### src/verilog/cpuPkg.sv
`default_nettype none

package cpuPkg;

	typedef logic [15:0] word;
	typedef logic [1:0] regIndex; // 0 ax, 1 bx, 2 cx, 3 dx
	typedef logic [3:0] aluOp;

	localparam word opNop = 16'h0000;
	localparam word opScf = 16'h0001;
	localparam word opCff = 16'h0002;
	localparam word opCof = 16'h0003;
	localparam word opCzf = 16'h0004;
	localparam word opMov3 = 16'h0007; // reg <- reg
	localparam word opMov4 = 16'h0008; // reg <- immediate
	localparam word opPop = 16'h0009;
	localparam word opOut = 16'h000A;
	localparam word opPush = 16'h000B;
	localparam word opAdd = 16'h000C;
	localparam word opAdc = 16'h000D;
	localparam word opSub = 16'h000E;
	localparam word opSuc = 16'h000F;
	localparam word opCmp = 16'h0014;
	localparam word opAnd = 16'h0015;
	localparam word opNeg = 16'h0016;
	localparam word opNot = 16'h0017;
	localparam word opOr = 16'h0018;
	localparam word opShl = 16'h0019;
	localparam word opShr = 16'h001A;
	localparam word opXor = 16'h001B;
	localparam word opTest = 16'h001C;
	localparam word opCall = 16'h001E;
	localparam word opRet = 16'h001F;
	localparam word opJmp1 = 16'h0020; // bp relative
	localparam word opJc = 16'h0021;
	localparam word opJnc = 16'h0022;
	localparam word opJz = 16'h0023;
	localparam word opJnz = 16'h0024;
	localparam word opJo = 16'h0025;
	localparam word opJno = 16'h0026;
	localparam word opMov5 = 16'h002A; // mem <- reg, absolute
	localparam word opMov6 = 16'h002B; // reg <- mem, absolute
	localparam word opJmp2 = 16'h0031; // absolute

	localparam aluOp aluAdd = 4'h0;
	localparam aluOp aluAdc = 4'h1;
	localparam aluOp aluSub = 4'h2;
	localparam aluOp aluSuc = 4'h3;
	localparam aluOp aluAnd = 4'h4;
	localparam aluOp aluOr = 4'h5;
	localparam aluOp aluXor = 4'h6;
	localparam aluOp aluNeg = 4'h7;
	localparam aluOp aluNot = 4'h8;
	localparam aluOp aluShl = 4'h9;
	localparam aluOp aluShr = 4'hA;

	typedef enum logic {
		stExec,
		stAluWait // collect the registered sum and flags
	} execState;

endpackage

`default_nettype wire

### src/verilog/registerFile.sv
`timescale 1ns/1ns
`default_nettype none

module registerFile (
	input logic clk,
	input logic reset,
	input cpuPkg::regIndex readSelA,
	input cpuPkg::regIndex readSelB,
	output cpuPkg::word readA,
	output cpuPkg::word readB,
	input logic writeEnA,
	input cpuPkg::regIndex writeSelA,
	input cpuPkg::word writeDataA,
	input logic writeEnB,
	input cpuPkg::regIndex writeSelB,
	input cpuPkg::word writeDataB,
	output cpuPkg::word bx,
	output cpuPkg::word dx
);

	cpuPkg::word regs [4]; // ax, bx, cx, dx

	assign readA = regs[readSelA];
	assign readB = regs[readSelB];
	assign bx = regs[1]; // OUT address
	assign dx = regs[3]; // OUT data

	always_ff @(posedge clk) begin
		if (!reset) begin
			for (int i = 0; i < 4; i++) begin
				regs[i] <= '0;
			end
		end else begin
			if (writeEnB) begin
				regs[writeSelB] <= writeDataB; // POP, MOV6, flag copies
			end
			if (writeEnA) begin
				regs[writeSelA] <= writeDataA; // last write wins, so A has priority
			end
		end
	end

endmodule

`default_nettype wire

### config.mk
export PLATFORM = sky130hd
export DESIGN_NAME = registerFile
export DESIGN_NICKNAME = d
export VERILOG_FILES = /design/src/verilog/cpuPkg.sv /design/src/verilog/registerFile.sv
export SDC_FILE = /design/constraint.sdc
export NUM_CORES = 1
export LEC_CHECK = 0
export BUFFER_PORTS_ARGS = -buffer_cell sky130_fd_sc_hd__buf_4
export CORE_AREA = 2 2 87 89
export DETAILED_ROUTE_END_ITERATION = 8
export DIE_AREA = 0 0 89 91
export GPL_TIMING_DRIVEN = 0
export HOLD_SLACK_MARGIN = 0.12
export PLACE_DENSITY = 0.79
export SKIP_LAST_GASP = 1
export SYNTH_ARGS = -nofsm -noshare
export SYNTH_HDL_FRONTEND = slang
export SYNTH_SLANG_ARGS = --single-unit
### constraint.sdc
create_clock -name clk -period 2.1 [get_ports clk]
set_clock_uncertainty 0.05 [all_clocks]
set_input_delay 0.21 -clock clk [delete_from_list [all_inputs] [get_ports clk]]
set_output_delay 0.21 -clock clk [all_outputs]
set_load 0.01 [all_outputs]
==> impl_metrics.json <==
{
  "slew_headroom_pct": 33.14,
  "clock-sinks": 64,
  "grt_max_degree": 17,
  "startpoint_type": "primary input",
  "reg_top3": "regs x64",
  "grt_pass1_wl_mm": 15.27,
  "antenna_found_initial": 0,
  "die_w_um": 89,
  "fillers": 550,
  "slew_violations": 0,
  "cts_tree": "built",
  "grt.overflow.total": 0,
  "syn_to_final_growth_pct": 31.53,
  "top_register": "regs",
  "tritoncts.num_buffers": 9,
  "crit_fanout": 16,
  "ys.flop_type": "edfxtp_1",
  "critPathMaxStageDelay_ps": 790,
  "cts-root-buf": "clkbuf_8",
  "io_pins": 108,
  "ys_ff_latch": 64,
  "via_count": 2939,
  "grt_pass1_vias": 2991,
  "placementRows": 31,
  "max_freq_mhz": 496.3,
  "syn_inst": 267,
  "leakage_uw": 0.001836,
  "place_congestion": 0.8403,
  "yosys_warnings": 0,
  "cts_buffer_depth": 2,
  "hold_violations": 0,
  "end_kind": "flop",
  "final_util_pct": 67.22,
  "min_path_type": "in2reg",
  "synth_top_area_share_pct": 52.69,
  "drive_gt1_share_pct": 46.56,
  "die_area_um2": 8099,
  "dr.first_iter.drc_count": 249,
  "start_util_pct": 51.10,
  "setup_tns_ps": 0,
  "ys_seq_area_share_pct": 52.69,
  "ys_top_cells_by_area": "edfxtp_1, mux4_2, nand2_1, o31ai_1, a22o_1",
  "syn_area_um2": 3647,
  "io_buffers": 103,
  "status": "finished, final reports clean",
  "worstPathArrival_ps": 1770,
  "core-area_um2": 7137,
  "crit_type": "in2reg",
  "die_y_um": 91,
  "path_cells": "buf_4 > buf_6 > and4b_1 > buf_6 > buf_2 > nand3b_1",
  "peakVddDrop_mv": 0.3113,
  "cts_htree_levels": 3,
  "yosys.area.top_type": "edfxtp_1",
  "antenna_left": 0,
  "crit_path_frequent_cell": "buf_6",
  "grt.total_usage_pct": 25.49,
  "routed_via_density": 5.974,
  "hpwl_mm": 6.987,
  "worst_ep_required_time_ps": 1860,
  "route.detailed.drc": 0,
  "syn-num-nets": 311,
  "fin_crit_sh_pct": 95.96,
  "power_uw": 3294,
  "routedWlPerCell_um": 20.39,
  "ys_types": 23,
  "power.density_nw_per_um2": 686.6,
  "rsz0062_at_grt": "no",
  "postSynth.asyncResetShare_pct": 0,
  "path_clk_slew_ps": 70,
  "diodes": 0,
  "fin_crit_ps": 2015,
  "syn_avg_cell_area_um2": 13.66,
  "wirelength_mm": 10.03,
  "nets": 432,
  "largest_reg_flops": 64,
  "finalSetupViolCount": 0,
  "max_slew.worst_pin.slew_ps": 999.9,
  "synth_edf_count": 64,
  "first_pass_iters": 5,
  "cp_slowest_cell": "nand3b_1",
  "max-cap-violations": 0
}
==> report_power, final <==
part           leakage [uW]  internal [uW]  switching, uW
clock network     0.0000902            530            429
registers          0.000632           1540           65.0
logic               0.00111            398            337
==> cell type report <==
cell class	instances	area [um2]	area share, %
buffer	27	163.9	3.417
clock buffer	10	127.6	2.660
clock inverter	6	50.05	1.043
multi-input combinational	176	1562	32.55
sequential	64	1922	40.06
tap	99	123.9	2.582
timing repair buffer	110	848.3	17.68
==> worst paths after layout <==
| path | start | end | slack, ps | cells after the start |
|---|---|---|---|---|
| setup / recovery | reset | regs[1][15] | 80 | 6 |
| hold / removal | writeDataA[10] | regs[3][10] | 120 | 3 |
==> per-stage QoR <==
step,cell area [um2],setup WS (ps),std cells,hold slack (ps)
global placement,4544,-385.3,469,459.5
finish,4797,84.94,492,121.7
CTS,4797,77.14,492,120.9
floorplan,3647,309.1,267,345.4
detailed placement,4544,-380.3,469,462.6
global route,4797,29.15,492,124.0
==> cell usage in the layout (no fill, tap or decap), drive strengths merged, types with 4 or more instances in the layout <==
cell type	netlist	layout
dlygate4sd3	0	4
clkinv	0	5
mux4	32	32
o31ai	23	23
edfxtp	64	64
buf	22	128
clkbuf	5	15
nand2	66	66
o21ai	25	25
a22o	16	16
==> cells in the mapped netlist (2+ instances only) <==
cell	n
o21ai_0	16
edfxtp_1	64
a22o_1	16
nand2_1	65
buf_6	4
buf_4	4
clkbuf_1	5
o21ai_2	9
mux4_2	32
nand3b_1	3
and4b_1	2
o31ai_1	23
buf_2	14
==> per-layer routing <==
metal  vias to the layer above  global-route usage (%)  part of all wire, %
met3                        23                   5.091                  9.1
met2                       165                   42.66                   52
met4                         0                   10.82                  2.1
li1                       1311                       -                    -
met1                      1440                   31.91                   37
met5                         -                       0                    0
==> cells by family after synthesis <==
logic type / count (synthesis) / share of synthesized area [%]
buffers and inverters: 27 / 4.494
flip-flops: 64 / 52.69
multiplexers: 32 / 19.76
AND/OR/NAND/NOR: 79 / 9.949
AO/OA/AOI/OAI: 65 / 13.10
==> worst max-delay path: cells and delay by family <==
| family | cells | cell delay [ps] |
|---|---|---|
| buffers and inverters | 4 | 570 |
| AND/OR/NAND/NOR | 2 | 980 |
==> repair_timing <==
| action | in CTS | in global routing |
|---|---|---|
| endpoints found under the setup margin | 32 | 0 |
| gates resized for setup | 0 | 0 |
| hold buffers | 4 | 0 |
| hold endpoints to repair | 4 | 0 |
| buffers inserted | 3 | 0 |
Note: power is estimated with default switching activity, not from simulation.
