## config.mk

```make
export PLATFORM = sky130hd
export DESIGN_NAME = alu
export DESIGN_NICKNAME = d
export VERILOG_FILES = /design/src/verilog/cpuPkg.sv /design/src/verilog/alu.sv
export SDC_FILE = /design/constraint.sdc
export NUM_CORES = 1
export LEC_CHECK = 0
export ABC_CLOCK_PERIOD_IN_PS = 5100
export BUFFER_PORTS_ARGS = -buffer_cell sky130_fd_sc_hd__buf_2
export CAP_MARGIN = 15
export CORE_AREA = 10 10 102 104
export DETAILED_ROUTE_END_ITERATION = 10
export DIE_AREA = 0 0 112 114
export GPL_ROUTABILITY_DRIVEN = 1
export PLACE_DENSITY = 0.82
export REMOVE_ABC_BUFFERS = 1
export SLEW_MARGIN = 0
export SYNTH_ARGS = -nofsm -noshare
export SYNTH_HDL_FRONTEND = slang
export SYNTH_SLANG_ARGS = --single-unit
```

## constraint.sdc

```tcl
create_clock -name clk -period 5.1 [get_ports clk]
set_input_delay 0.765 -clock clk [delete_from_list [all_inputs] [get_ports clk]]
set_output_delay 0.765 -clock clk [all_outputs]
set_load 0.02 [all_outputs]
```

## src/verilog/cpuPkg.sv

```systemverilog
`default_nettype none

package cpuPkg;

	typedef logic [15:0] word;
	typedef logic [1:0] regIndex; // 0 ax, 1 bx, 2 cx, 3 dx
	typedef logic [3:0] aluOp;

	localparam word opNop = 16'h0000;
	localparam word opScf = 16'h0001;
	localparam word opCff = 16'h0002;
	localparam word opCof = 16'h0003;
	localparam word opCzf = 16'h0004;
	localparam word opMov3 = 16'h0007; // reg <- reg
	localparam word opMov4 = 16'h0008; // reg <- immediate
	localparam word opPop = 16'h0009;
	localparam word opOut = 16'h000A;
	localparam word opPush = 16'h000B;
	localparam word opAdd = 16'h000C;
	localparam word opAdc = 16'h000D;
	localparam word opSub = 16'h000E;
	localparam word opSuc = 16'h000F;
	localparam word opCmp = 16'h0014;
	localparam word opAnd = 16'h0015;
	localparam word opNeg = 16'h0016;
	localparam word opNot = 16'h0017;
	localparam word opOr = 16'h0018;
	localparam word opShl = 16'h0019;
	localparam word opShr = 16'h001A;
	localparam word opXor = 16'h001B;
	localparam word opTest = 16'h001C;
	localparam word opCall = 16'h001E;
	localparam word opRet = 16'h001F;
	localparam word opJmp1 = 16'h0020; // bp relative
	localparam word opJc = 16'h0021;
	localparam word opJnc = 16'h0022;
	localparam word opJz = 16'h0023;
	localparam word opJnz = 16'h0024;
	localparam word opJo = 16'h0025;
	localparam word opJno = 16'h0026;
	localparam word opMov5 = 16'h002A; // mem <- reg, absolute
	localparam word opMov6 = 16'h002B; // reg <- mem, absolute
	localparam word opJmp2 = 16'h0031; // absolute

	localparam aluOp aluAdd = 4'h0;
	localparam aluOp aluAdc = 4'h1;
	localparam aluOp aluSub = 4'h2;
	localparam aluOp aluSuc = 4'h3;
	localparam aluOp aluAnd = 4'h4;
	localparam aluOp aluOr = 4'h5;
	localparam aluOp aluXor = 4'h6;
	localparam aluOp aluNeg = 4'h7;
	localparam aluOp aluNot = 4'h8;
	localparam aluOp aluShl = 4'h9;
	localparam aluOp aluShr = 4'hA;

	typedef enum logic {
		stExec,
		stAluWait // collect the registered sum and flags
	} execState;

endpackage

`default_nettype wire

```

## src/verilog/alu.sv

```systemverilog
`timescale 1ns/1ns
`default_nettype none

module alu (
	input logic clk,
	input logic reset,
	input cpuPkg::aluOp op,
	input cpuPkg::word a,
	input cpuPkg::word b,
	input logic carryIn,
	input logic aluStart,
	output cpuPkg::word logicResult,
	output cpuPkg::word arithResult,
	output logic carry,
	output logic zero,
	output logic overflow
);

	logic [16:0] sum; // bit 16 is carry or borrow
	logic isSub;
	logic sumOverflow;

	always_comb begin
		case (op)
			cpuPkg::aluAnd: logicResult = a & b;
			cpuPkg::aluOr: logicResult = a | b;
			cpuPkg::aluXor: logicResult = a ^ b;
			cpuPkg::aluNeg: logicResult = ~a;
			cpuPkg::aluNot: logicResult = cpuPkg::word'(a == '0); // 1 only for zero
			cpuPkg::aluShl: logicResult = a << 1;
			cpuPkg::aluShr: logicResult = a >> 1;
			default: logicResult = a;
		endcase
	end

	assign isSub = (op == cpuPkg::aluSub) || (op == cpuPkg::aluSuc);

	always_comb begin
		case (op)
			cpuPkg::aluAdc: sum = {1'b0, a} + {1'b0, b} + {16'b0, carryIn};
			cpuPkg::aluSub: sum = {1'b0, a} - {1'b0, b};
			cpuPkg::aluSuc: sum = {1'b0, a} - {1'b0, b} - {16'b0, carryIn};
			default: sum = {1'b0, a} + {1'b0, b};
		endcase
	end

	// signed overflow: operand signs vs result sign
	assign sumOverflow = isSub ? ((a[15] != b[15]) && (sum[15] != a[15]))
		: ((a[15] == b[15]) && (sum[15] != a[15]));

	always_ff @(posedge clk) begin
		if (aluStart) begin
			arithResult <= sum[15:0];
		end
	end

	always_ff @(posedge clk) begin
		if (!reset) begin
			carry <= 1'b0;
			zero <= 1'b0;
			overflow <= 1'b0;
		end else if (aluStart) begin
			carry <= sum[16];
			zero <= (sum[15:0] == '0);
			overflow <= sumOverflow;
		end
	end

endmodule

`default_nettype wire

```

==> results of run 1 <==
-- layout make-up --
class	instances	area, µm²
Clock buffer	4	45.0
Fill cell	808	3080
Inverter	53	199
Multi-Input combinational cell	590	4020
Sequential cell	19	541
Tap cell	108	135
Timing Repair Buffer	84	445
-- critical path, cell delays in order --
cell      delay, ns
buf_2          0.16
inv_1          0.06
ha_1           0.53
inv_1          0.15
a211oi_1       0.53
nor2_4         0.08
xnor2_1        0.16
a2111o_1       0.42
or4_1          0.51
or3_1          0.31
or4_1          0.41
or4_1          0.48
o21ai_1        0.13
-- per-layer routing --
layer	vias to the layer above	wire length, µm	global-route usage (%)	share of wire, %
met1	2732	7250	32.0	42
met4	0	578	10.4	3.3
met5	-	0	0	0
met2	342	8120	42.8	47
li1	2732	-	-	-
met3	49	1500	3.41	8.6
-- Yosys cell counts (all sizes together), types with 7 or more instances --
cell,number
buf,10
nor2,87
clkbuf,24
and3,13
or3,7
edfxtp,16
xnor2,25
a211oi,13
a21oi,51
o21a,8
a31oi,25
nor3,17
o211ai,8
o21ai,42
a221oi,19
nand4,12
nand3,18
nand2,41
inv,53
nor4,16
nor2b,10
ha,52
a21o,14
-- power by group --
| group | switching (W) | internal [W] |
|---|---|---|
| registers | 0.00000526 | 0.000199 |
| clock network | 0.0000486 | 0.0000556 |
| logic | 0.000452 | 0.000244 |
| total | 0.000506 | 0.000499 |
-- worst min-delay path by stage --
stage | start | to | slack (ns)
2_1_floorplan | zero | zero | 0.52
3_3_place_gp | zero | zero | 0.45
4_1_cts | zero | zero | 0.45
6_report | zero | zero | 0.45
3_5_place_dp | zero | zero | 0.45
5_1_grt | zero | zero | 0.50
-- cells by family after synthesis --
family,after synthesis
simple gates,255
compound gates,246
buf+inv,87
fa+ha+maj,54
xor+xnor,31
flops,19
mux,4
-- through the flow --
stage                     hold WS (ns)  instances  power (W)  util (%)
after floorplan                  0.522        662   0.000678         -
after detailed placement         0.446        854   0.000886      63.1
after global placement           0.452        854   0.000867      63.1
final                            0.447        858    0.00100      63.6
after global routing             0.498        858    0.00107      63.6
after CTS                        0.454        858   0.000988      63.6
-- state kept, by name (all words and copies together), names as in the netlist --
signal and count:
carry 1, zero 1, arithResult 16, overflow 1
==> reports/qor.yml, run 1 <==
setup_tns_ns: 0
grt.total_usage_pct: 25.4
first_pass_iters: 5
vias_per_cell: 6.82
dominantRegCellSynth: "edfxtp_1"
period_share_pct: 88.6
synthMuxAreaShare_pct: 0.841
hp-class: "flop to flop"
post-cts-setup-buffers: 0
synth_fa_ha_area_share_pct: 14.1
timing.final.ws_setup_ns: 0.583
placed_area_um2: 5340
period_minus_slack_ns: 4.52
synth_cell_types: 85
clkSinkCount: 19
insertion_delay_ns: 0.26
setup-violations-final: 0
num_io_pins: 75
layout_commonest_cell: "nor2_1"
synth.top_cell.area_share_pct: 13.2
worstSetupStartpoint: "a[2]"
synth_warnings: 0
leakage_nw: 2.29
die_area_um2: 12800
r2r_start: "overflow"
clockBufferDepth: 2
grt_pass1_wl_um: 27700
post_route_cells_drive_above_1_share_pct: 15.2
row_count: 34
die_w_um: 112
clockRootBuffer: "clkbuf_8"
worst_pin_slew_ns: 0.853
required_ns: 5.30
antenna_found_initial: 0
syn-cell-area_um2: 4910
cts.clk_slew.worst_paths_ns: 0.07
cp-endpoint: "zero"
r2r_end: "overflow"
worst-r2r-cell-count: 2
peakVddDrop_uv: 67.7
place_ws_ns: 0.359
antenna_cells: 0
power_density_nw_per_um2: 186
yosysTopAreaCell: "ha_1"
wl_per_cell_um: 20.3
cts_made_buffers: 3
synthArstFlopShare_pct: 0
cts_tree: "yes"
critPathKind: "input port to flop"
postRouteAntennaNets: 0
initial_core_util_pct: 58.0
finClkSkew_ns: 0
synth_compound_area_share_pct: 34.4
endpoint_kind: "flop"
netlist_instances: 696
synth-xor-area-share_pct: 5.68
layout_common_cells: "85 x nor2_1, 74 x buf_2, 52 x inv_1, 52 x ha_1, 50 x a21oi_1"
overflow: 0
hpwl_um: 13700
synth_top_family_by_area: "compound AO/OA/AOI/OAI gates"
fin_area_um2: 5390
grt_max_degree: 33
slew_headroom_pct: 43.1
ys_top_cells_by_area: "ha_1 13%, edfxtp_1 9.8%, nor2_1 6.5%"
slew_violations: 0
totalWireLength_um: 17400
die_h_um: 114
gp_congestion: 0.939
ys_seq_area_share_pct: 11.0
startpoint_type: "input port"
grt_pass1_vias: 5475
hold_buffers: 0
io_buffer_count: 74
fin_nets: 845
maxCapViolCount: 0
drc: 0
area_delta_synth_final_pct: 9.65
dr.first_iter.drc_count: 515
core_um2: 8470
htreeDepth: 1
hold_depth: 2
yosys.area_share.simple_pct: 26.7
vias: 5855
worstPathArrival_ns: 4.71
rsz0062_at_grt: "false"
rrSetupSlack_ns: 4.47
syn_avg_cell_area_um2: 7.06
cp_max_fo: 11
hold_viol_final: 0
timing.fmax_mhz: 221
run_status: "finished, final reports clean"
cts.repair.resized: 0
synth_edf_count: 16
synth-seq-cells: 19
No activity file was read; power rests on OpenSTA's default activity.
==> run 2, diff against run 1 <==
- CORE_AREA: 10 10 102 104 -> 10 10 88 121
- DIE_AREA: 0 0 112 114 -> 0 0 98 131
==> run 2 against run 1 <==
Net effect: non-clock buffer count up 3; combinational power down 0.6%; utilization up 0.74 points; sequential cell count unchanged; fmax down 1.5%; sequential share of layout area down 0.11 points; critical endpoint unchanged; largest cell class unchanged.
==> reports/qor.yml, run 2 (synthesis gave the netlist of run 1 again) <==
run_status: "finished, final reports clean"
die_h_um: 131  # +15%
first_pass_iters: 5  # unchanged
grt.total_usage_pct: 25.3  # -0.12 points
num_io_pins: 75  # unchanged
initial_core_util_pct: 58.1  # about the same
io_buffer_count: 74  # unchanged
layout_commonest_cell: "nor2_1"
antenna_cells: 0  # unchanged
cts_tree: "yes"
cts.repair.resized: 0  # unchanged
finClkSkew_ns: 0  # unchanged
cts.clk_slew.worst_paths_ns: 0.05  # -0.02 ns
overflow: 0  # unchanged
htreeDepth: 1  # unchanged
grt_pass1_wl_um: 27300  # -1.3%
row_count: 40  # +18%
dr.first_iter.drc_count: 471  # -8.5%
hold_viol_final: 0  # unchanged
power_density_nw_per_um2: 195  # +4.4%
gp_congestion: 0.963  # +2.6%
clockRootBuffer: "clkbuf_16"
post_route_cells_drive_above_1_share_pct: 15.7  # +0.47 points
hp-class: "flop to flop"
clockBufferDepth: 2  # unchanged
endpoint_kind: "flop"
timing.fmax_mhz: 218  # -1.5%
power.total_w: 0.00106  # +5.5%
clkSinkCount: 19  # unchanged
regMostFlops: "arithResult"
maxCapViolCount: 0  # unchanged
rsz0062_at_grt: "false"
leakage_nw: 2.32  # +1.5%
layout_common_cells: "85 x nor2_1, 74 x buf_2, 52 x inv_1, 52 x ha_1, 50 x a21oi_1"
setup-violations-final: 0  # unchanged
area_delta_synth_final_pct: 10.8
drc: 0  # unchanged
core_um2: 8460  # about the same
cp_max_fo: 6  # -5
hold_buffers: 0  # unchanged
grt_pass1_vias: 5581  # +1.9%
cts_made_buffers: 3  # unchanged
vias_per_cell: 6.78  # -0.58%
grt_max_degree: 21  # -36%
startpoint_type: "input port"
postRouteAntennaNets: 0  # unchanged
period_minus_slack_ns: 4.59  # +0.0693 ns
critPathKind: "input port to flop"
hpwl_um: 13600  # -0.77%
worst_pin_slew_ns: 0.964  # +0.110 ns
antenna_found_initial: 0  # unchanged
slew_headroom_pct: 35.4  # -7.7 points
wl_per_cell_um: 19.9  # -1.9%
fin_nets: 848  # +0.36%
die_w_um: 98  # -13%
peakVddDrop_uv: 205  # +200%
setup_tns_ns: 0  # unchanged
insertion_delay_ns: 0.25  # about the same
totalWireLength_um: 17100  # -1.9%
slew_violations: 0  # unchanged
period_share_pct: 89.9  # +1.4 points
vias: 5821  # -0.58%
required_ns: 5.29  # about the same
worstPathArrival_ns: 4.78  # +0.07 ns
post-cts-setup-buffers: 0  # unchanged
largest_reg_flops: 16  # unchanged
die_area_um2: 12800  # +0.55%
## run 2: final timing paths
path	start	endpoint	slack, ns	depth (start not counted)
worst min-delay path	zero	zero	0.46	2
worst max-delay path	a[0]	zero	0.51	15
worst min register to register	zero	zero	0.46	2
worst max register to register	carry	carry	4.48	2
## run 2: layer usage
metal / wire length [µm] / up-vias / global-route usage (%)
met4: 1180 / 0 / 16.8
met3: 1120 / 87 / 2.94
li1: - / 2731 / -
met1: 6620 / 2687 / 27.7
met2: 8180 / 316 / 45.1
met5: 0 / - / 0
## run 2: worst max-delay path, stage by stage
cell       delay [ns]
buf_2            0.14
inv_1            0.08
ha_1             0.19
inv_1            0.06
fa_1             0.44
nor2b_1          0.18
o21ai_0          0.47
a21boi_0         0.22
nand4bb_1        0.34
or4_1            0.62
nor4_1           0.29
a211oi_1         0.11
o22a_2           0.22
or4_1            0.52
o21ai_1          0.13
## run 2: per-stage QoR
step / std cells / hold slack [ns] / setup WS [ns] / utilization [%] / area [µm²]
global route: 858 / 0.482 / 0.225 / 64.4 / 5440
detailed placement: 854 / 0.462 / 0.333 / 63.4 / 5360
CTS: 858 / 0.474 / 0.577 / 64.4 / 5440
floorplan: 662 / 0.522 / 0.876 / - / 4750
finish: 858 / 0.464 / 0.513 / 64.4 / 5440
global placement: 853 / 0.453 / 0.425 / 63.3 / 5350
## run 2: layout make-up
cell class              instances  area (µm²)
flip-flops and latches         19         541
repair buffers                 87         472
clock inverters                 1        5.00
multi-input cells             590        4020
well taps                     105         131
inverters                      53         199
clock buffers                   3        75.1
fillers                       788        3010
## run 2: power breakdown
group	internal, W	total, W	leakage [nW]	switching, W
Clock	0.000105	0.000162	0.0409	0.0000568
Sequential	0.000200	0.000205	0.181	0.00000552
Combinational	0.000248	0.000692	2.10	0.000444
