==> config.mk <==
export PLATFORM = sky130hd
export DESIGN_NAME = controlUnit
export DESIGN_NICKNAME = d
export VERILOG_FILES = /design/src/verilog/cpuPkg.sv /design/src/verilog/controlUnit.sv
export SDC_FILE = /design/constraint.sdc
export NUM_CORES = 1
export LEC_CHECK = 0
export BUFFER_PORTS_ARGS = -buffer_cell sky130_fd_sc_hd__buf_2
export CAP_MARGIN = 20
export CELL_PAD_IN_SITES_DETAIL_PLACEMENT = 1
export CELL_PAD_IN_SITES_GLOBAL_PLACEMENT = 1
export CORE_AREA = 2 2 152 154
export CTS_CLUSTER_SIZE = 24
export DETAILED_ROUTE_END_ITERATION = 16
export DIE_AREA = 0 0 154 156
export PLACE_DENSITY = 0.83
export SETUP_SLACK_MARGIN = 0.15
export SKIP_LAST_GASP = 1
export SYNTH_ARGS = -nofsm -noshare
export SYNTH_HDL_FRONTEND = slang
export SYNTH_SLANG_ARGS = --single-unit
==> constraint.sdc <==
create_clock -name clk -period 6.9 [get_ports clk]
set_input_delay 0.345 -clock clk [delete_from_list [all_inputs] [get_ports clk]]
set_output_delay 0.345 -clock clk [all_outputs]
set_load 0.02 [all_outputs]
==> src/verilog/cpuPkg.sv <==
`default_nettype none

package cpuPkg;

	typedef logic [15:0] word;
	typedef logic [1:0] regIndex; // 0 ax, 1 bx, 2 cx, 3 dx
	typedef logic [3:0] aluOp;

	localparam word opNop = 16'h0000;
	localparam word opScf = 16'h0001;
	localparam word opCff = 16'h0002;
	localparam word opCof = 16'h0003;
	localparam word opCzf = 16'h0004;
	localparam word opMov3 = 16'h0007; // reg <- reg
	localparam word opMov4 = 16'h0008; // reg <- immediate
	localparam word opPop = 16'h0009;
	localparam word opOut = 16'h000A;
	localparam word opPush = 16'h000B;
	localparam word opAdd = 16'h000C;
	localparam word opAdc = 16'h000D;
	localparam word opSub = 16'h000E;
	localparam word opSuc = 16'h000F;
	localparam word opCmp = 16'h0014;
	localparam word opAnd = 16'h0015;
	localparam word opNeg = 16'h0016;
	localparam word opNot = 16'h0017;
	localparam word opOr = 16'h0018;
	localparam word opShl = 16'h0019;
	localparam word opShr = 16'h001A;
	localparam word opXor = 16'h001B;
	localparam word opTest = 16'h001C;
	localparam word opCall = 16'h001E;
	localparam word opRet = 16'h001F;
	localparam word opJmp1 = 16'h0020; // bp relative
	localparam word opJc = 16'h0021;
	localparam word opJnc = 16'h0022;
	localparam word opJz = 16'h0023;
	localparam word opJnz = 16'h0024;
	localparam word opJo = 16'h0025;
	localparam word opJno = 16'h0026;
	localparam word opMov5 = 16'h002A; // mem <- reg, absolute
	localparam word opMov6 = 16'h002B; // reg <- mem, absolute
	localparam word opJmp2 = 16'h0031; // absolute

	localparam aluOp aluAdd = 4'h0;
	localparam aluOp aluAdc = 4'h1;
	localparam aluOp aluSub = 4'h2;
	localparam aluOp aluSuc = 4'h3;
	localparam aluOp aluAnd = 4'h4;
	localparam aluOp aluOr = 4'h5;
	localparam aluOp aluXor = 4'h6;
	localparam aluOp aluNeg = 4'h7;
	localparam aluOp aluNot = 4'h8;
	localparam aluOp aluShl = 4'h9;
	localparam aluOp aluShr = 4'hA;

	typedef enum logic {
		stExec,
		stAluWait // collect the registered sum and flags
	} execState;

endpackage

`default_nettype wire

==> src/verilog/controlUnit.sv <==
`timescale 1ns/1ns
`default_nettype none

module controlUnit #(
	parameter int memAddrWidth = 11
) (
	input logic clk,
	input logic reset,
	input logic run,
	input cpuPkg::word opcode,
	input cpuPkg::word par1,
	input cpuPkg::word par2,
	input cpuPkg::word readA,
	input cpuPkg::word readB,
	input cpuPkg::word bx,
	input cpuPkg::word dx,
	input cpuPkg::word dataOut,
	input cpuPkg::word logicResult,
	input cpuPkg::word arithResult,
	input logic carry,
	input logic zero,
	input logic overflow,
	input cpuPkg::word topWord,
	input cpuPkg::word nextWord,
	output cpuPkg::word fetchAddr,
	output cpuPkg::word dataAddr,
	output logic dataWrite,
	output cpuPkg::word dataIn,
	output cpuPkg::regIndex readSelA,
	output cpuPkg::regIndex readSelB,
	output logic writeEnA,
	output cpuPkg::regIndex writeSelA,
	output cpuPkg::word writeDataA,
	output logic writeEnB,
	output cpuPkg::regIndex writeSelB,
	output cpuPkg::word writeDataB,
	output cpuPkg::aluOp op,
	output cpuPkg::word aluA,
	output cpuPkg::word aluB,
	output logic carryIn,
	output logic aluStart,
	output logic push,
	output logic pop,
	output logic pair,
	output cpuPkg::word pushLow,
	output cpuPkg::word pushHigh,
	output logic outStrobe,
	output cpuPkg::word outAddr,
	output cpuPkg::word outData
);

	logic [memAddrWidth-1:0] pc;
	logic [memAddrWidth-1:0] pcNext;
	logic [memAddrWidth-1:0] pcPlus1;
	logic [memAddrWidth-1:0] pcPlus2;
	logic [memAddrWidth-1:0] pcPlus3;
	logic [memAddrWidth-1:0] jumpPc;
	cpuPkg::word bp;
	cpuPkg::word bpNext;
	cpuPkg::word jumpWord;
	logic cf, zf, of;
	logic cfNext, zfNext, ofNext;
	logic outFire;
	cpuPkg::execState state;
	cpuPkg::execState stateNext;

	assign pcPlus1 = pc + memAddrWidth'(1);
	assign pcPlus2 = pc + memAddrWidth'(2);
	assign pcPlus3 = pc + memAddrWidth'(3);
	assign jumpWord = par1 + bp; // JMP1, CALL and taken conditionals
	assign jumpPc = jumpWord[memAddrWidth-1:0];
	assign fetchAddr = cpuPkg::word'(pc);
	assign aluA = readA;
	assign aluB = readB;
	assign carryIn = cf;

	always_comb begin
		case (opcode)
			cpuPkg::opAdc: op = cpuPkg::aluAdc;
			cpuPkg::opSub, cpuPkg::opCmp: op = cpuPkg::aluSub;
			cpuPkg::opSuc: op = cpuPkg::aluSuc;
			cpuPkg::opAnd: op = cpuPkg::aluAnd;
			cpuPkg::opOr: op = cpuPkg::aluOr;
			cpuPkg::opXor: op = cpuPkg::aluXor;
			cpuPkg::opNeg: op = cpuPkg::aluNeg;
			cpuPkg::opNot: op = cpuPkg::aluNot;
			cpuPkg::opShl: op = cpuPkg::aluShl;
			cpuPkg::opShr: op = cpuPkg::aluShr;
			default: op = cpuPkg::aluAdd;
		endcase
	end

	always_comb begin
		readSelA = par1[3:2]; // dest
		readSelB = par1[1:0]; // src
		writeEnA = 1'b0;
		writeSelA = par1[3:2];
		writeDataA = logicResult;
		writeEnB = 1'b0;
		writeSelB = par1[1:0];
		writeDataB = dataOut;
		dataAddr = par1;
		dataWrite = 1'b0;
		dataIn = readB;
		aluStart = 1'b0;
		push = 1'b0;
		pop = 1'b0;
		pair = 1'b0;
		pushLow = readB;
		pushHigh = cpuPkg::word'(pcPlus2); // return address
		pcNext = pcPlus2;
		bpNext = bp;
		cfNext = cf;
		zfNext = zf;
		ofNext = of;
		outFire = 1'b0;
		stateNext = cpuPkg::stExec;
		if (!run) begin
			pcNext = '0; // held at the reset vector while loading
		end else begin
			case (opcode)
				cpuPkg::opScf: cfNext = par1[0];
				cpuPkg::opCff, cpuPkg::opCof, cpuPkg::opCzf: begin
					writeEnB = 1'b1;
					writeSelB = 2'd3;
					writeDataB = cpuPkg::word'(opcode == cpuPkg::opCff ? cf
						: (opcode == cpuPkg::opCof ? of : zf));
					pcNext = pcPlus1;
				end
				cpuPkg::opMov3: begin
					writeEnA = 1'b1;
					writeDataA = readB;
				end
				cpuPkg::opMov4: begin
					writeEnA = 1'b1;
					writeSelA = par1[1:0];
					writeDataA = par2;
					pcNext = pcPlus3;
				end
				cpuPkg::opMov5: begin
					readSelB = par2[1:0];
					dataWrite = 1'b1;
					pcNext = pcPlus3;
				end
				cpuPkg::opMov6: begin
					dataAddr = par2;
					writeEnB = 1'b1;
					pcNext = pcPlus3;
				end
				cpuPkg::opPush: push = 1'b1;
				cpuPkg::opPop: begin
					pop = 1'b1;
					writeEnB = 1'b1;
					writeDataB = topWord;
				end
				cpuPkg::opOut: begin
					outFire = 1'b1;
					pcNext = pcPlus1;
				end
				cpuPkg::opAdd, cpuPkg::opAdc, cpuPkg::opSub, cpuPkg::opSuc, cpuPkg::opCmp: begin
					if (state == cpuPkg::stExec) begin
						aluStart = 1'b1; // issue, pc holds
						pcNext = pc;
						stateNext = cpuPkg::stAluWait;
					end else begin
						writeEnA = (opcode != cpuPkg::opCmp);
						writeDataA = arithResult;
						cfNext = carry;
						zfNext = zero;
						ofNext = overflow;
					end
				end
				cpuPkg::opAnd, cpuPkg::opOr, cpuPkg::opXor: writeEnA = 1'b1;
				cpuPkg::opNeg, cpuPkg::opNot, cpuPkg::opShl, cpuPkg::opShr: begin
					readSelA = par1[1:0]; // single register in the low bits
					writeSelA = par1[1:0];
					writeEnA = 1'b1;
				end
				cpuPkg::opTest: zfNext = (readA == readB);
				cpuPkg::opJmp1: pcNext = jumpPc;
				cpuPkg::opJmp2: pcNext = par1[memAddrWidth-1:0];
				cpuPkg::opJc: pcNext = cf ? jumpPc : pcPlus2;
				cpuPkg::opJnc: pcNext = !cf ? jumpPc : pcPlus2;
				cpuPkg::opJz: pcNext = zf ? jumpPc : pcPlus2;
				cpuPkg::opJnz: pcNext = !zf ? jumpPc : pcPlus2;
				cpuPkg::opJo: pcNext = of ? jumpPc : pcPlus2;
				cpuPkg::opJno: pcNext = !of ? jumpPc : pcPlus2;
				cpuPkg::opCall: begin
					push = 1'b1;
					pair = 1'b1;
					pushLow = bp; // saved frame below the return address
					pcNext = jumpPc;
					bpNext = cpuPkg::word'(jumpPc);
				end
				cpuPkg::opRet: begin
					pop = 1'b1;
					pair = 1'b1;
					pcNext = topWord[memAddrWidth-1:0];
					bpNext = nextWord;
				end
				default: pcNext = pcPlus1; // NOP and unknown opcodes
			endcase
		end
	end

	always_ff @(posedge clk) begin
		if (!reset) begin
			pc <= '0;
			bp <= '0;
			cf <= 1'b0;
			zf <= 1'b0;
			of <= 1'b0;
			state <= cpuPkg::stExec;
			outStrobe <= 1'b0;
		end else begin
			pc <= pcNext;
			bp <= bpNext;
			cf <= cfNext;
			zf <= zfNext;
			of <= ofNext;
			state <= stateNext;
			outStrobe <= outFire; // one cycle pulse
		end
	end

	always_ff @(posedge clk) begin
		if (outFire) begin
			outAddr <= bx;
			outData <= dx;
		end
	end

	// collect always follows issue directly, so the wait state never repeats
	aluWaitOnce: assert property (@(posedge clk) disable iff (!reset)
		state == cpuPkg::stAluWait |=> state == cpuPkg::stExec)
		else $error("FSM stayed in stAluWait");

endmodule

`default_nettype wire

==> metrics.txt, run 1 <==
max_slew headroom 34.7%; global-route usage over all layers 23.5%; Critical Path Start Type input pin; Yosys cell types 67; Hold EP outData[9]; final worst path period share 62.2%; Hold/Removal Path Class in2reg; Max-Cap Viols 0; die width 154 µm; clk buf depth 2; sw power 346 µW; Core ar. 22400 µm²; Worst-Skew Late Latency 0.34 ns; worst r2r dst pc[10]; Final Max Slew Viols 0; Post-synth EDFFs 32; post-layout min period 4.29 ns; RSZ-0062 raised after global routing false; Net Sw Frac 30.8%; first-iteration detailed-routing DRC count 801; Power Internal 775 µW; clock-pin slew on the worst setup and hold paths 0.05 ns; Crit Path Class in2out; PwrDens 144 nW/µm²; Layout Nets 1216; FP Rows 55; total grt overflow 0; Static Leakage 0.00358 µW; Slew @ Worst Pin 0.980 ns; Area Growth Syn to Fin 36.0%; Routed WL per cell 23.1 µm; CTS buffer count 9; CTS tree built; number of global-route vias before repair 6889; Avg Cell Area, Syn 8.30 µm²; Die H 156 µm; Final HPWL DP 24300 µm; GP Congestion 0.888; post-synthesis async set-or-reset flop share 0%; combinational power share 23.8%; H-tree depth 3; hold_sp dx[9]; yosys warns 0; drt via density 5.29; Setup crit end kind output port; Setup-failing EPs final 0; Post-CTS Repair Setup Buffers 0; CP max FO 17; first-pass GRT wire length 42600 µm; fmax 0.233 GHz; sequential area share after synthesis 28.0%; peak supply drop 105 µV; post-layout util 34.8%; Sequential Power Share 35.7%; synthesis-stage register bit count 64; Clock Skews 0.00677 ns; hold path depth 1; Post-Syn Instances 689; hold_buf cts 0; arrival time worst endpoint 3.95 ns; prevailing post-synth register cell edfxtp_1; drc violations 0; Final Total Pwr 1120 µW; CTS resizes 0; clock root cell clkbuf_16; Antenna Nets Post-Route 0; initial antenna violation count 2; Final TNS setup 0 ns; setup slack, reg-to-reg 4.33 ns; Initial Util 25.6%; Mapped Area 5720 µm²; Die ar. 24000 µm²; first-pass detailed-route iteration total 8; final hold violation count 0; count of input and output buffers 384; Boundary Pins 395; WP data required 6.55 ns; total number of vias 6832; Reg2Reg Launch Point bp[0]; status finished clean; clock sink total 64; clock network fraction of design power 40.4%; hold slack 0.181 ns; final wirelength 29800 µm; layout cell share with drive strength beyond 1 45.9%; Worst R2R Path Depth 10; largest net degree at the start of global routing 34
worst max-delay path by stage:
stage	start	to	cells past startpoint
6_report	opcode[0]	writeDataA[12]	11
3_3_place_gp	opcode[0]	writeDataA[7]	11
2_1_floorplan	opcode[13]	outAddr[0]	4
4_1_cts	opcode[0]	writeDataA[12]	11
5_1_grt	opcode[0]	writeDataA[6]	11
3_5_place_dp	opcode[0]	writeDataA[12]	11
cells in the mapped netlist, drive strengths merged, types with 8 or more instances:
cell,instances,share of area [%]
edfxtp,32,17
nor2,42,2.8
nor2b,16,1.7
mux2,38,7.5
buf,75,9.3
ha,16,3.5
a22oi,12,1.6
a222oi,27,4.7
inv,18,1.2
nor4,9,1.7
a21o,8,1.0
nand3,19,1.7
a21oi,29,2.5
o21ai,57,5.1
nand2,86,5.6
nor3,15,1.5
dfxtp,32,11
a211oi,8,1.0
nand4,10,1.1
clkbuf,24,1.6
xnor2,28,4.3
state kept, by name, indices dropped and copies added (netlist names):
register and count:
bp 16, state 1, of 1, carryIn 1, outAddr 16, outStrobe 1, pc 11, zf 1
outData 16
metrics by stage:
step | cell area [µm²] | std cells | setup WS (ns)
finish | 7780 | 1291 | 2.61
global route | 7780 | 1291 | 2.39
CTS | 7770 | 1290 | 2.66
detailed placement | 7490 | 1274 | 2.71
global placement | 7490 | 1274 | 2.89
floorplan | 5750 | 698 | 3.72
per-layer routing:
layer  routed length (µm)  global-route usage [%]
met5                   13                       0
met4                  535                    6.50
met3                 2140                    4.53
met2                14700                    40.8
met1                12400                    29.9
cell families after synthesis:
| logic type | Yosys count | share of synthesized area (%) |
|---|---|---|
| muxes | 43 | 8.36 |
| AOI/OAI and AO/OA | 175 | 21.0 |
| DFF | 64 | 28.0 |
| and+or+nand+nor | 236 | 21.0 |
| other | 1 | 0.0656 |
| adders and majority gates | 18 | 4.20 |
| buffers and inverters | 117 | 12.1 |
| xor gates and xnor gates | 35 | 5.36 |
critical path, stage by stage:
cell and delay, ns:
buf_2 0.12, inv_1 0.08, ha_1 0.41, nor4_1 0.48
o31ai_1 0.16, and3_1 0.28, o21ai_2 0.77, nand2b_1 0.83
nand2_1 0.14, o21ai_1 0.12, buf_2 0.20
layout by cell type, fill, tap and decap left out, types with 12 or more instances in the layout:
| master | n |
|---|---|
| a21oi_1 | 29 |
| a222oi_1 | 27 |
| a22oi_1 | 12 |
| buf_2 | 384 |
| dfxtp_1 | 32 |
| edfxtp_1 | 32 |
| ha_1 | 16 |
| inv_1 | 18 |
| mux2_2 | 38 |
| nand2_1 | 86 |
| nand3_1 | 19 |
| nor2_1 | 41 |
| nor2b_1 | 16 |
| nor3_1 | 12 |
| o21ai_0 | 48 |
| xnor2_1 | 28 |
area by class of cell:
type | instances | area (µm²)
Antenna cell | 1 | 2.50
Clock buffer | 9 | 225
Clock inverter | 7 | 62.6
Fill cell | 2823 | 14600
Inverter | 18 | 67.6
Multi-Input combinational cell | 517 | 3490
Sequential cell | 64 | 1600
Tap cell | 285 | 357
Timing Repair Buffer | 390 | 1970
power by group through the flow:
stage          registers (µW)  logic, µW  clock network, µW
2_1_floorplan             409        149                  0
3_3_place_gp              409        259                  0
3_5_place_dp              409        264                  0
4_1_cts                   401        266                462
5_1_grt                   401        285                474
6_report                  401        267                453
(Power assumes the default switching activity.)
==> run 2, diff against run 1 <==
--- a/config.mk
+++ b/config.mk
@@ -13,7 +13,7 @@
 export CTS_CLUSTER_SIZE = 24
 export DETAILED_ROUTE_END_ITERATION = 16
 export DIE_AREA = 0 0 154 156
-export PLACE_DENSITY = 0.83
+export PLACE_DENSITY = 0.86
 export SETUP_SLACK_MARGIN = 0.15
 export SKIP_LAST_GASP = 1
 export SYNTH_ARGS = -nofsm -noshare
==> constraint.sdc (replaced) <==
create_clock -name clk -period 3.9 [get_ports clk]
set_input_delay 0.195 -clock clk [delete_from_list [all_inputs] [get_ports clk]]
set_output_delay 0.195 -clock clk [all_outputs]
set_load 0.02 [all_outputs]
==> run 2 against run 1 <==
Effect of this change:
- the flow now finishes with violations (DRC)
- sequential power up 77%
- largest power group unchanged
- critical path type unchanged
- worst hold slack lost 0.15 ns
- design area rose by 0.35%
- total power grew 73%
- critical path depth stayed put
- global-route usage grew 0.34 points
- non-clock buffer count increased by 4
- die area is the same
- flip-flop and latch count did not move
==> metrics.txt, run 2 (same netlist as run 1, synthesis figures left out) <==
status complete, but fails checks (was finished clean); failing checks DRC; first-pass detailed-route iteration total 14 (was 8); final worst path period share 88.7%; Max-Cap Viols 0 (unchanged); PwrDens 248 nW/µm² (was 144 nW/µm²); layout cell share with drive strength beyond 1 46.2% (was 45.9%); filler cell count 2783 (was 2823); final wirelength 30000 µm (was 29800 µm); Crit Path Class in2out (unchanged); first-iteration detailed-routing DRC count 785 (was 801); Critical Path Start Type input pin (unchanged); clk buf depth 2 (unchanged); largest net degree at the start of global routing 33 (was 34); Area Growth Syn to Fin 36.4% (was 36.0%); max_slew headroom 35.8% (was 34.7%); FP Rows 55 (unchanged); CP most frequent cell buf_2 (unchanged); Final TNS setup 0 ns (unchanged); Setup-failing EPs final 0 (unchanged); CTS resizes 0 (unchanged); WP data required 3.70 ns (was 6.55 ns); clock-pin slew on the worst setup and hold paths 0.07 ns (was 0.05 ns); arrival time worst endpoint 3.26 ns (was 3.95 ns); fmax 0.289 GHz; most frequent cells in the layout buf_2 (384), nand2_1 (86), o21ai_0 (48), nor2_1 (41), mux2_2 (38) (unchanged); area post-placement 7520 µm² (was 7490 µm²); Die H 156 µm (unchanged); Initial Util 25.6% (unchanged); clock sink total 64 (unchanged); number of global-route vias before repair 6876 (was 6889); hold_buf cts 0 (unchanged); Worst-Skew Late Latency 0.34 ns (about the same); post-layout min period 3.46 ns; Setup crit end kind output port (unchanged); Core ar. 22400 µm² (unchanged); Top Registers bp x16, outAddr x16, outData x16 (unchanged); initial antenna violation count 1 (was 2); GP Congestion 0.905 (was 0.888); Boundary Pins 395 (unchanged); Final HPWL DP 24400 µm (was 24300 µm); Reg2Reg Launch Point bp[1] (was bp[0]); CP max stage cell nor4_1 (was nand2b_1); WP buf/inv 3 (unchanged); Design Area, Final 7800 µm² (was 7780 µm²); final hold violation count 0 (unchanged); crit path from opcode[0] (unchanged); Static Leakage 0.00358 µW (about the same); Antenna Nets Post-Route 0 (unchanged); crit path cell chain buf_2 -> ha_1 -> nor4_1 -> o31ai_1 -> and3_1 -> o21ai_4 -> nand2b_1 -> buf_4 -> nand2_1 -> o21ai_1 -> buf_2 (was buf_2 -> inv_1 -> ha_1 -> nor4_1 -> o31ai_1 -> and3_1 -> o21ai_2 -> nand2b_1 -> nand2_1 -> o21ai_1 -> buf_2); hold_sp bx[2] (was dx[9]); delay-heaviest family, CP simple AND/OR/NAND/NOR gates (unchanged); clock root cell clkbuf_16 (unchanged); count of input and output buffers 384 (unchanged); CTS buffer count 9 (unchanged); first-pass GRT wire length 43200 µm (was 42600 µm); die width 154 µm (unchanged); Layout Nets 1220 (was 1216); total number of vias 6792 (was 6832); global-route usage over all layers 23.9% (was 23.5%); CP max FO 17 (unchanged); H-tree depth 3 (unchanged); commonest non-fill, non-tap cell in the layout buf_2 (unchanged); peak supply drop 163 µV (was 105 µV); Routed WL per cell 23.1 µm (about the same); Final Max Slew Viols 0 (unchanged); Die ar. 24000 µm² (unchanged); Post-CTS Repair Setup Buffers 0 (unchanged); slowest stage delay, CP 0.58 ns (was 0.83 ns); drt via density 5.24 (was 5.29); Clock Skews 0.0119 ns (was 0.00677 ns); drc violations 1 (was 0); Slew @ Worst Pin 0.960 ns (was 0.980 ns); total grt overflow 0 (unchanged); Hold/Removal Path Class in2reg (unchanged); RSZ-0062 raised after global routing false (unchanged); CTS tree built (unchanged)
==> run 2: where the power goes <==
part           internal (µW)  switching (µW)
Combinational            178             298
Clock                    429             322
Sequential               706            2.60
Total                   1310             622
==> run 2: layer usage <==
layer | part of all wire (%) | vias to the layer above | track usage (%) | routed length [µm]
li1 | - | 3113 | - | -
met1 | 41 | 3233 | 30.3 | 12200
met2 | 47 | 403 | 39.6 | 14200
met3 | 9.3 | 43 | 6.06 | 2770
met4 | 2.6 | 0 | 7.97 | 779
met5 | 0 | - | 0 | 0
==> run 2: cell type report <==
class                      instances  area [µm²]  area share, %
antenna                            1        2.50         0.0321
clock buffer                       9         225           2.89
clock inverter                     7        48.8          0.625
inverter                          18        67.6          0.866
multi-input combinational        517        3510           44.9
sequential                        64        1600           20.5
tap                              285         357           4.57
timing repair buffer             394        2000           25.6
==> run 2: worst reg2reg max path, delay by kind of cell (launching register included) <==
family / cells / cell delay (ns)
AO/OA/AOI/OAI: 5 / 1.53
flip-flops: 1 / 0.42
adder cells (fa/ha/maj): 1 / 0.27
XOR/XNOR: 1 / 0.22
AND/OR/NAND/NOR: 1 / 0.08
==> run 2: path summary, 6_finish.rpt <==
check / to / slack, ns / cells past startpoint
hold reg to reg: bp[13] / 0.46 / 2
setup / recovery: writeDataA[7] / 0.44 / 11
hold / removal: outAddr[2] / 0.04 / 1
setup reg to reg: bp[9] / 1.27 / 8
==> run 2: stage by stage <==
| step | hold WS [ns] | worst slack, ns | utilization [%] | cells | power (µW) |
|---|---|---|---|---|---|
| after floorplan | 0.294 | 0.871 | - | 698 | 987 |
| after global placement | 0.371 | 0.622 | 33.6 | 1278 | 1190 |
| after detailed placement | 0.373 | 0.268 | 33.6 | 1278 | 1200 |
| after CTS | 0.0212 | 0.253 | 34.9 | 1294 | 1960 |
| after global routing | 0.0225 | 0.337 | 34.9 | 1295 | 2020 |
| final | 0.0359 | 0.441 | 34.9 | 1295 | 1940 |
